--- src/logic/ber_cfg_pkg.sv ---
// ------------------------------------------------------------
// widths and sizing for the ber meter
// ------------------------------------------------------------

package ber_cfg_pkg;

  // one popcount lane, matches the 36-bit adder primitive
  localparam int LANE_W = 36;

  // default error vector width
  // 100 bits -> three lanes, tree padded to four inputs
  localparam int DEF_BIT_ERR_W = 100;

  // per-frame error count width
  localparam int DEF_ERR_W = 16;

  // run total and frame counter width
  localparam int DEF_TOTAL_W = 32;

endpackage

--- src/logic/ber_types_pkg.sv ---
// ------------------------------------------------------------
// frame control carried alongside data through the pipeline
// ------------------------------------------------------------

package ber_types_pkg;

  // val qualifies the word
  // sop / eop only meaningful with val set
  // sop and eop may both be set on a one-word frame
  typedef struct packed {
    logic val;
    logic sop;
    logic eop;
  } frame_ctl_s;

endpackage

--- src/logic/ber_meter_top.sv ---
// frame ber meter
// per-frame error count followed by run statistics
module ber_meter_top #(
  parameter int bit_err_w = ber_cfg_pkg::DEF_BIT_ERR_W,
  parameter int err_w     = ber_cfg_pkg::DEF_ERR_W,
  parameter int total_w   = ber_cfg_pkg::DEF_TOTAL_W
) (
  input  logic                        iclk,
  input  logic                        rst_n,
  input  logic                        clkena,
  input  ber_types_pkg::frame_ctl_s   ctl,
  input  logic [bit_err_w-1:0]        biterr,
  input  logic                        clear,
  output logic                        frame_val,
  output logic [err_w-1:0]            frame_err,
  output logic [total_w-1:0]          total_err,
  output logic [total_w-1:0]          frame_cnt
);

  // ------------------------------------------------------------
  // per-frame counter, 4 cycles eop to result with defaults
  // ------------------------------------------------------------

  biterr_cnt #(
    .bit_err_w (bit_err_w),
    .err_w     (err_w)
  ) u_cnt (
    .iclk      (iclk),
    .rst_n     (rst_n),
    .clkena    (clkena),
    .ctl       (ctl),
    .biterr    (biterr),
    .frame_val (frame_val),
    .frame_err (frame_err)
  );

  // ------------------------------------------------------------
  // run statistics, one more cycle
  // ------------------------------------------------------------

  ber_stats #(
    .err_w   (err_w),
    .total_w (total_w)
  ) u_stats (
    .iclk      (iclk),
    .rst_n     (rst_n),
    .clkena    (clkena),
    .clear     (clear),
    .frame_val (frame_val),
    .frame_err (frame_err),
    .total_err (total_err),
    .frame_cnt (frame_cnt)
  );

endmodule

--- src/logic/ber_stats.sv ---
// run statistics: saturating error total and frame count
module ber_stats #(
  parameter int err_w   = 16,
  parameter int total_w = 32
) (
  input  logic               iclk,
  input  logic               rst_n,
  input  logic               clkena,
  input  logic               clear,
  input  logic               frame_val,
  input  logic [err_w-1:0]   frame_err,
  output logic [total_w-1:0] total_err,
  output logic [total_w-1:0] frame_cnt
);

  // one extra bit catches the carry out
  logic [total_w:0]   total_sum;
  logic [total_w-1:0] total_nxt;
  logic [total_w-1:0] cnt_nxt;

  // ------------------------------------------------------------
  // saturating next values
  // ------------------------------------------------------------

  assign total_sum = {1'b0, total_err} + (total_w + 1)'(frame_err);
  assign total_nxt = total_sum[total_w] ? '1 : total_sum[total_w-1:0];

  // stop at all ones
  assign cnt_nxt = (&frame_cnt) ? frame_cnt : frame_cnt + 1'b1;

  // ------------------------------------------------------------
  // registers
  // ------------------------------------------------------------

  always_ff @(posedge iclk or negedge rst_n) begin
    if (!rst_n) begin
      total_err <= '0;
      frame_cnt <= '0;
    end else if (clkena) begin
      if (clear) begin
        // a result landing with clear counts as the first frame
        total_err <= frame_val ? total_w'(frame_err) : '0;
        frame_cnt <= frame_val ? total_w'(1) : '0;
      end else if (frame_val) begin
        total_err <= total_nxt;
        frame_cnt <= cnt_nxt;
      end
    end
  end

  // total only goes down through an enabled clear
  a_total_monotonic : assert property (
    @(posedge iclk) disable iff (!rst_n)
    !($past(clear) && $past(clkena)) |-> total_err >= $past(total_err)
  );

endmodule

--- src/logic/biterr_adder_tree.sv ---
// pipelined binary adder tree
// 2**depth inputs, one register per level, depth cycles total
module biterr_adder_tree #(
  parameter int err_w = 16,
  parameter int depth = 2
) (
  input  logic                        iclk,
  input  logic                        rst_n,
  input  logic                        clkena,
  input  ber_types_pkg::frame_ctl_s   ctl_in,
  input  logic [err_w-1:0]            err_in [2**depth],
  output ber_types_pkg::frame_ctl_s   ctl_out,
  output logic [err_w-1:0]            sum
);

  genvar l;

  // ------------------------------------------------------------
  // tree levels
  // ------------------------------------------------------------

  for (l = 0; l < depth; l++) begin : g_lvl
    // level l halves the number of terms
    localparam int n_out = 2 ** (depth - l - 1);

    logic [err_w-1:0]          din  [2*n_out];
    logic [err_w-1:0]          dout [n_out];
    ber_types_pkg::frame_ctl_s cin;
    ber_types_pkg::frame_ctl_s cout;

    // first level eats the tree inputs, later ones the level before
    if (l == 0) begin : g_src_in
      assign din = err_in;
      assign cin = ctl_in;
    end else begin : g_src_lvl
      assign din = g_lvl[l-1].dout;
      assign cin = g_lvl[l-1].cout;
    end

    // pair adders
    always_ff @(posedge iclk) begin
      if (clkena) begin
        for (int n = 0; n < n_out; n++) begin
          dout[n] <= din[2*n] + din[2*n+1];
        end
      end
    end

    // control follows the data one level per cycle
    always_ff @(posedge iclk or negedge rst_n) begin
      if (!rst_n) begin
        cout <= '0;
      end else if (clkena) begin
        cout <= cin;
      end
    end
  end

  // ------------------------------------------------------------
  // root
  // ------------------------------------------------------------

  // single input tree is just a wire
  if (depth == 0) begin : g_pass
    assign sum     = err_in[0];
    assign ctl_out = ctl_in;
  end else begin : g_root
    assign sum     = g_lvl[depth-1].dout[0];
    assign ctl_out = g_lvl[depth-1].cout;
  end

  // strobes must not lose their val on the way through the lanes and levels
  a_ctl_out_qualified : assert property (
    @(posedge iclk) disable iff (!rst_n)
    (ctl_out.sop || ctl_out.eop) |-> ctl_out.val
  );

endmodule

--- src/logic/biterr_cnt.sv ---
// wide error vector -> per-frame error count
// lanes (1 cycle) + adder tree (depth) + accumulator (1)
module biterr_cnt #(
  parameter int bit_err_w = 100,
  parameter int err_w     = 16
) (
  input  logic                        iclk,
  input  logic                        rst_n,
  input  logic                        clkena,
  input  ber_types_pkg::frame_ctl_s   ctl,
  input  logic [bit_err_w-1:0]        biterr,
  output logic                        frame_val,
  output logic [err_w-1:0]            frame_err
);

  // lane count, rounded up
  localparam int lane_n = (bit_err_w + ber_cfg_pkg::LANE_W - 1) / ber_cfg_pkg::LANE_W;
  // vector width padded to whole lanes
  localparam int pad_w  = lane_n * ber_cfg_pkg::LANE_W;
  // tree depth and power-of-two input count
  localparam int depth  = $clog2(lane_n);
  localparam int tree_n = 2 ** depth;

  logic [pad_w-1:0]          biterr_pad;
  logic [err_w-1:0]          lane_err [lane_n];
  ber_types_pkg::frame_ctl_s lane_ctl;
  logic [err_w-1:0]          tree_err [tree_n];
  ber_types_pkg::frame_ctl_s tree_ctl;
  logic [err_w-1:0]          tree_sum;
  logic [err_w-1:0]          acc;
  logic [err_w-1:0]          acc_nxt;

  genvar g;

  // ------------------------------------------------------------
  // lane split and popcount
  // ------------------------------------------------------------

  // zero extend, top lane may be partial
  assign biterr_pad = pad_w'(biterr);

  for (g = 0; g < lane_n; g++) begin : g_lane
    // all lanes share timing, lane 0 carries the control
    if (g == 0) begin : g_ctl
      biterr_sum_36 #(.err_w(err_w)) u_sum (
        .iclk(iclk), .rst_n(rst_n), .clkena(clkena),
        .ctl_in(ctl), .lane(biterr_pad[g*ber_cfg_pkg::LANE_W +: ber_cfg_pkg::LANE_W]),
        .ctl_out(lane_ctl), .err(lane_err[g])
      );
    end else begin : g_data
      biterr_sum_36 #(.err_w(err_w)) u_sum (
        .iclk(iclk), .rst_n(rst_n), .clkena(clkena),
        .ctl_in(ctl), .lane(biterr_pad[g*ber_cfg_pkg::LANE_W +: ber_cfg_pkg::LANE_W]),
        .ctl_out(), .err(lane_err[g])
      );
    end
  end

  // ------------------------------------------------------------
  // adder tree
  // ------------------------------------------------------------

  // unused tree inputs tied to zero
  for (g = 0; g < tree_n; g++) begin : g_tree_in
    if (g < lane_n) begin : g_used
      assign tree_err[g] = lane_err[g];
    end else begin : g_zero
      assign tree_err[g] = '0;
    end
  end

  biterr_adder_tree #(.err_w(err_w), .depth(depth)) u_tree (
    .iclk(iclk), .rst_n(rst_n), .clkena(clkena),
    .ctl_in(lane_ctl), .err_in(tree_err),
    .ctl_out(tree_ctl), .sum(tree_sum)
  );

  // ------------------------------------------------------------
  // frame accumulator
  // ------------------------------------------------------------

  // sop restarts, anything else adds on
  assign acc_nxt = tree_ctl.sop ? tree_sum : acc + tree_sum;

  always_ff @(posedge iclk or negedge rst_n) begin
    if (!rst_n) begin
      frame_val <= 1'b0;
    end else if (clkena) begin
      frame_val <= tree_ctl.val & tree_ctl.eop;
    end
  end

  // running sum, result latched only on eop so it holds
  always_ff @(posedge iclk) begin
    if (clkena && tree_ctl.val) begin
      acc <= acc_nxt;
      if (tree_ctl.eop) begin
        frame_err <= acc_nxt;
      end
    end
  end

  // input framing rule, checked at the entry point
  a_ctl_in_qualified : assert property (
    @(posedge iclk) disable iff (!rst_n)
    (ctl.sop || ctl.eop) |-> ctl.val
  );

endmodule

--- src/logic/biterr_sum_36.sv ---
// one lane popcount, one register stage
// control is delayed to stay aligned with the count
module biterr_sum_36 #(
  parameter int err_w = 16
) (
  input  logic                                iclk,
  input  logic                                rst_n,
  input  logic                                clkena,
  input  ber_types_pkg::frame_ctl_s           ctl_in,
  input  logic [ber_cfg_pkg::LANE_W-1:0]      lane,
  output ber_types_pkg::frame_ctl_s           ctl_out,
  output logic [err_w-1:0]                    err
);

  // combinational bit count of the lane
  logic [err_w-1:0] cnt;

  // ------------------------------------------------------------
  // popcount
  // ------------------------------------------------------------

  always_comb begin
    cnt = '0;
    for (int i = 0; i < ber_cfg_pkg::LANE_W; i++) begin
      cnt = cnt + err_w'(lane[i]);
    end
  end

  // ------------------------------------------------------------
  // output registers
  // ------------------------------------------------------------

  // control stage, cleared on reset
  always_ff @(posedge iclk or negedge rst_n) begin
    if (!rst_n) begin
      ctl_out <= '0;
    end else if (clkena) begin
      ctl_out <= ctl_in;
    end
  end

  // count register, payload only
  always_ff @(posedge iclk) begin
    if (clkena) begin
      err <= cnt;
    end
  end

endmodule

--- config.mk ---
export PLATFORM = sky130hd
export DESIGN_NAME = ber_meter_top
export DESIGN_NICKNAME = d
export VERILOG_FILES = /design/src/logic/ber_cfg_pkg.sv /design/src/logic/ber_types_pkg.sv /design/src/logic/ber_meter_top.sv /design/src/logic/ber_stats.sv /design/src/logic/biterr_adder_tree.sv /design/src/logic/biterr_cnt.sv /design/src/logic/biterr_sum_36.sv
export SDC_FILE = /design/constraint.sdc
export NUM_CORES = 1
export LEC_CHECK = 0
export ABC_CLOCK_PERIOD_IN_PS = 2700
export BUFFER_PORTS_ARGS = -buffer_cell sky130_fd_sc_hd__buf_2
export CAP_MARGIN = 25
export CORE_UTILIZATION = 35
export DETAILED_ROUTE_END_ITERATION = 8
export PLACE_DENSITY = 0.63
export REMOVE_ABC_BUFFERS = 1
export SLEW_MARGIN = 20
export SYNTH_ARGS = -nofsm -noshare
export SYNTH_HDL_FRONTEND = slang
export SYNTH_SLANG_ARGS = --single-unit
--- constraint.sdc ---
create_clock -name iclk -period 2.7 [get_ports iclk]
set_clock_uncertainty 0.1 [all_clocks]
set_input_delay 0.54 -clock iclk [delete_from_list [all_inputs] [get_ports iclk]]
set_output_delay 0.54 -clock iclk [all_outputs]
set_load 0.02 [all_outputs]
Word level (Yosys, flattened, before mapping)
Memory sizes are Yosys's and may differ from the RTL's.
Index checks and enable logic that the tools add are counted.
- RAM bits: 16
- word-level logic and storage cells: 141
- register bits after elaboration: 186
- memories: 1
- memory list (name ; words ; width ; rd ports ; clocked after Yosys merged registers in ; wr ports ; RTL line ; source):
    u_cnt.u_tree.g_lvl[1].dout ; 1 ; 16 ; 1 ; 0 ; 1 ; biterr_adder_tree.sv:27 ; logic [err_w-1:0] dout [n_out];
- multiplexer cells: 11
- $add $sub $neg: 102
- equality and inequality tests: 1
- reduce and logical (&&, ||, !) cells: 6
- bitwise logic cells: 1
- operators by type and width (cell ; count):
    16-bit by 1-bit adder with 16-bit output ; 52
    32-bit two-way mux ; 6
    15-bit by 1-bit adder with 16-bit output ; 3
    16-bit adder ; 3
    14-bit by 1-bit adder with 15-bit output ; 3
    13-bit by 1-bit adder with 14-bit output ; 3
    12-bit by 1-bit adder with 13-bit output ; 3
    11-bit by 1-bit adder with 12-bit output ; 3
    10-bit by 1-bit adder with 11-bit output ; 3
    32-bit by 16-bit adder with 33-bit output ; 1
    32-bit by 1-bit adder with 32-bit output (second input constant) ; 1
    16-bit two-way mux ; 2
    32-bit AND reduction ; 1
    9-bit by 1-bit adder with 10-bit output ; 3
    8-bit by 1-bit adder with 9-bit output ; 3
    7-bit by 1-bit adder with 8-bit output ; 3
    6-bit by 1-bit adder with 7-bit output ; 3
    5-bit by 1-bit adder with 6-bit output ; 3
    4-bit by 1-bit adder with 5-bit output ; 3
    3-bit by 1-bit adder with 4-bit output ; 3
    2-bit by 1-bit adder with 3-bit output ; 3
    1-bit by 1-bit adder with 2-bit output ; 3
    2-bit AND reduction ; 2
    1-bit two-way mux ; 3
    other kinds (5) ; 5

Depth between registers and ports, before layout
- depth in word-level cells: 35
- depth in mapped cells: 18

Hierarchy
Synthesis repeated with hierarchy kept, for this count alone.
- cell total of the unflattened synthesis: 1311
- area total of the unflattened synthesis: 13709.4 um^2
- modules (own cells, without submodules) (module ; sequential area each (um^2) ; area each (um^2) ; times used ; cells each):
    ber_stats ; 1601.5 ; 4060.1 ; 1 ; 451
    biterr_adder_tree ; 1591.5 ; 3643.5 ; 1 ; 316
    biterr_sum_36 (u_cnt.g_lane[0].g_ctl.u_sum ...) ; 255.2 ; 1363.8 ; 2 ; 126
    biterr_cnt ; 985.9 ; 1918.1 ; 1 ; 166
    biterr_sum_36 (u_cnt.g_lane[2].g_data.u_sum) ; 255.2 ; 1360.1 ; 1 ; 126

Least setup slack after synthesis
OpenSTA, ideal clock, no wires.
- path type: input port to flip-flop
- start: input port biterr[89]
- end: register u_cnt.g_lane[2].g_data.u_sum.err[4] (data pin)
- setup time: 0.258 ns
- path slack: -2.209 ns
- cell stages on the path: 15
- data arrival time: 4.551 ns
- path through: fa_1 inv_1 fa_1 inv_1 fa_1 inv_1 fa_1 fa_1 fa_1 inv_1 ha_1 fa_1 a21o_1 a21oi_1 xnor2_1
- cells in the longest elaborated chain, start to end: 11
- RTL lines (what ; RTL line ; source):
    start: declaration ; ber_meter_top.sv:12 ; input logic [bit_err_w-1:0] biterr,
    16-bit by 1-bit adder with 16-bit output (11 in series) ; biterr_sum_36.sv:25 ; cnt = cnt + err_w'(lane[i]);
    via u_cnt.g_lane[2].g_data.u_sum.cnt[4] ; biterr_sum_36.sv:16 ; logic [err_w-1:0] cnt;
    end signal: assignment ; biterr_sum_36.sv:45 ; err <= cnt;
    end: declaration ; biterr_sum_36.sv:12 ; output logic [err_w-1:0] err
The timed path passes the listed nets, and every way through them passes these cells.
A chain may end at the register's enable or synchronous reset.

Worst setup path in the final report
- start: input port biterr[65]
- end: register u_cnt.g_lane[1].g_data.u_sum.err[4] (data pin)
- cells in the longest elaborated chain, start to end: 7
- RTL lines (what ; RTL line):
    16-bit by 1-bit adder with 16-bit output (7 in series) ; biterr_sum_36.sv:25
    via u_cnt.g_lane[1].g_data.u_sum.cnt[4] ; biterr_sum_36.sv:16
    end signal: assignment ; biterr_sum_36.sv:45
    end: declaration ; biterr_sum_36.sv:12
The timed path passes the listed nets, and every way through them passes these cells.

==> metrics <==
fraction of the mapped netlist area in adder cells a little under a quarter; Compound-Gate Fraction of Synth Area a little under an eighth; fin crit period ~4.6 ns; Hold Crit Class primary input to async pin; starting DRC count in detailed routing between 400 and 500; H-tree Lvls 4; largest net degree at the start of global routing ~50; CP Launch Type primary input; reg2reg end u_stats.total_err[26]; switch share between 30% and 40%; # setup viols final 18; CORE AREA about 0.029 sq mm; largest family of logic cells by synthesized area adder cells; WL met2 around 11000 um; worst slew pin tran approximately 0.74 ns; Synth Register Bits 145; vias in the first global route around 8100; post-synthesis async set-or-reset flop share between 50 and 60%; drt total wl 23000 um; CTS tree done; HPWL after detailed placement 17700 um; Seq/Total Area, Yosys between 30% and 40%; pwr/cell area around 1200 mW/mm^2; Ant. Diodes 0; failing checks negative setup slack; arrival time worst endpoint approximately 4.7 ns; area share of the largest cell type after synthesis between 20 and 25%; Slew headroom about half; Placed Cells 1591; CTS sink cnt ~150; most frequent cells in the layout buf_2 (183), inv_1 (144), dfrtp_1 (74), edfxtp_1 (71), nand2_1 (68); die height roughly 170 um; sequential share of power between 20% and 30%; met3 wire len 1060 um; Synth-to-Final Area Change 27.2%; FF-to-FF path depth 12; Worst Slack Setup Final -1.88 ns; drt pass-1 iters 6; Worst Setup End Kind register; Mapped Cells between 900 and 1000; # Max-Cap Violations 0; max-slew violation count 0; Max Clk Rate 218 MHz; Leakage around 6.3 nW; # port buffers ~190; post-synthesis xor/xnor area fraction 5.84%; P_int 0.00943 W; final setup TNS -30.05 ns; mux share of post-synthesis cell area between 1 and 1.5%; clock share of power 15.4%; cts bufs inserted 17; RSZ-0062 raised after global routing yes; GRT overflow 0; gr usage total roughly 16%; CP Data Required Time 2.77 ns; fin crit share 170%; WL/cell between 10 and 15 um; Initial Utilization a little over a third; Post-CTS Hold Fix Bufs 0; Synth area leader edfxtp_1; vias 7917; FP Rows 62; post-synthesis cell area between 0.01 and 0.015 sq mm; CP Launch Point biterr[65]; layout cells sized above 1 around a third; net load switching power approximately 0.0058 W; Gate power share 60.5%; post-layout power ~0.015 W; maximum fanout along the worst path 2; # DRC 0; die area 0.0302 sq mm; peak supply drop roughly 0.00079 V; Via-to-Cell Ratio between 4 and 5; outcome complete, but fails checks; Crit Reg-Reg Startpoint u_stats.total_err[0]; I/O Pins between 150 and 200; Worst Setup EP u_cnt.g_lane[1].g_data.u_sum.err[4]; non-filler cells, final roughly 1600; first-pass GRT wire length 38300 um; largest cells by area after synthesis edfxtp_1 (21%), dfrtp_1 (18%), fa_1 (15%); Syn. warnings 0; Synth Area in Simple Gates about an eighth; Mapped Avg Cell Area around 10 sq um; R2R setup slack roughly 0.020 ns; highest metal used met4; worst setup path category primary input to register; synth unique cells about 70; RD Place Congestion approximately 0.90; most common cell after layout, fill and taps aside buf_2; Hold Fails Final Rpt 0; clock latency on the worst-skew pair around 0.42 ns; clk slew on worst S/H paths 0.06 ns; CTS Buffer Depth 2; Top FF cell, synth dfrtp_1; Post-synth EDFFs 71; Die X 174 um; Final nets approximately 1500; initial antenna violation count 0; wl on met1 10200 um; Antenna Nets Post-Route 0; Root Driver clkbuf_16
==> power by group through the flow <==
stage	Sequential (W)	Combinational, W	Clock, W
after floorplan	0.00380	0.00540	0
after global placement	0.00371	0.00761	0
after detailed placement	0.00372	0.00793	0
after CTS	0.00368	0.00874	0.00240
after global routing	0.00374	0.0104	0.00249
final	0.00368	0.00920	0.00234
==> cell type report <==
cell class	instances	area, sq um
multi-input combinational	653	5900
inverter	164	616
sequential	145	3980
clock inverter	15	155
clock buffer	17	425
fill	2728	15700
timing repair buffer	261	1590
tap	384	480
==> synth_stat cells (5+ instances only) <==
master	count
a211oi_1	11
a21o_1	19
a21oi_1	50
a311oi_1	5
a31oi_1	8
and2_1	6
and3_1	15
clkbuf_1	16
dfrtp_1	74
edfxtp_1	71
fa_1	80
ha_1	61
inv_1	164
mux2_2	12
nand2_1	68
nand2b_1	5
nand3_1	27
nand4_1	7
nor2_1	66
nor2b_1	6
nor3_1	23
nor4_1	6
o211ai_1	8
o21a_1	6
o21ai_0	28
o21bai_1	5
o31ai_1	6
xnor2_1	43
xor2_1	26
==> per-layer routing <==
| metal | vias to the layer above | global-route usage (%) |
|---|---|---|
| met3 | 22 | 2.76 |
| met5 | - | 0 |
| met4 | 0 | 4.50 |
| li1 | 3843 | - |
| met2 | 256 | 27.3 |
| met1 | 3796 | 19.4 |
==> state kept, by name, indices dropped and copies added (netlist names) <==
signal                            cells
u_cnt.g_lane.g_ctl.u_sum.ctl_out      3
u_stats.frame_cnt                    32
u_cnt.u_tree.g_lvl.dout              21
u_cnt.u_tree.g_lvl.cout               3
u_cnt.frame_err                      16
u_stats.total_err                    32
u_cnt.g_lane.g_data.u_sum.err        12
u_cnt.acc                            16
u_cnt.g_lane.g_ctl.u_sum.err          6
u_cnt.frame_val                       1
u_cnt.u_tree.ctl_out                  3
==> logic make-up after synthesis <==
kind of cell	Yosys count
AO/OA/AOI/OAI	174
adder cells (fa/ha/maj)	141
flip-flops	145
buffers and inverters	187
XOR/XNOR	69
AND/OR/NAND/NOR	256
multiplexers	13
==> repair_timing <==
| action | 4_1_cts | 5_1_grt |
|---|---|---|
| setup buffers | 4 | 12 |
| endpoints found under the setup margin | 25 | 57 |
| endpoints found under the hold margin | 0 | 0 |
| gates cloned | 0 | 1 |
| pin swaps | 30 | 33 |
| gates resized for setup | 50 | 53 |
==> per-stage QoR <==
step | setup slack (ns) | utilization (%) | hold slack, ns | instance area (sq um)
detailed placement | -2.44 | 41.9 | 0.309 | 12100
finish | -1.88 | 45.6 | 0.0220 | 13200
floorplan | -2.21 | - | 0.144 | 10200
CTS | -1.88 | 44.6 | 0.0299 | 12900
global route | -2.01 | 45.6 | 0.0649 | 13200
global placement | -2.39 | 41.9 | 0.307 | 12100
==> worst max-delay path, cell delays in order <==
cell and delay, ns:
buf_6 0.09, fa_1 0.52, inv_1 0.05, fa_1 0.45
fa_1 0.49, inv_1 0.05, fa_1 0.48, inv_2 0.05
fa_2 0.54, fa_2 0.43, inv_2 0.07, ha_4 0.13
inv_2 0.03, fa_2 0.35, inv_2 0.05, a21o_1 0.12
a21oi_2 0.06, xor2_1 0.15
==> how the worst min path moves through the flow <==
| stage | from | end | cells past startpoint |
|---|---|---|---|
| 2_1_floorplan | rst_n | u_cnt.frame_val | 0 |
| 3_3_place_gp | u_cnt.g_lane[2].g_data.u_sum.err[1] | u_cnt.u_tree.g_lvl[0].dout[1] | 0 |
| 3_5_place_dp | u_cnt.g_lane[2].g_data.u_sum.err[1] | u_cnt.u_tree.g_lvl[0].dout[1] | 0 |
| 4_1_cts | rst_n | u_stats.frame_cnt[18] | 1 |
| 5_1_grt | rst_n | u_stats.frame_cnt[6] | 1 |
| 6_report | rst_n | u_stats.frame_cnt[17] | 1 |
No activity file was read; power rests on OpenSTA's default activity.
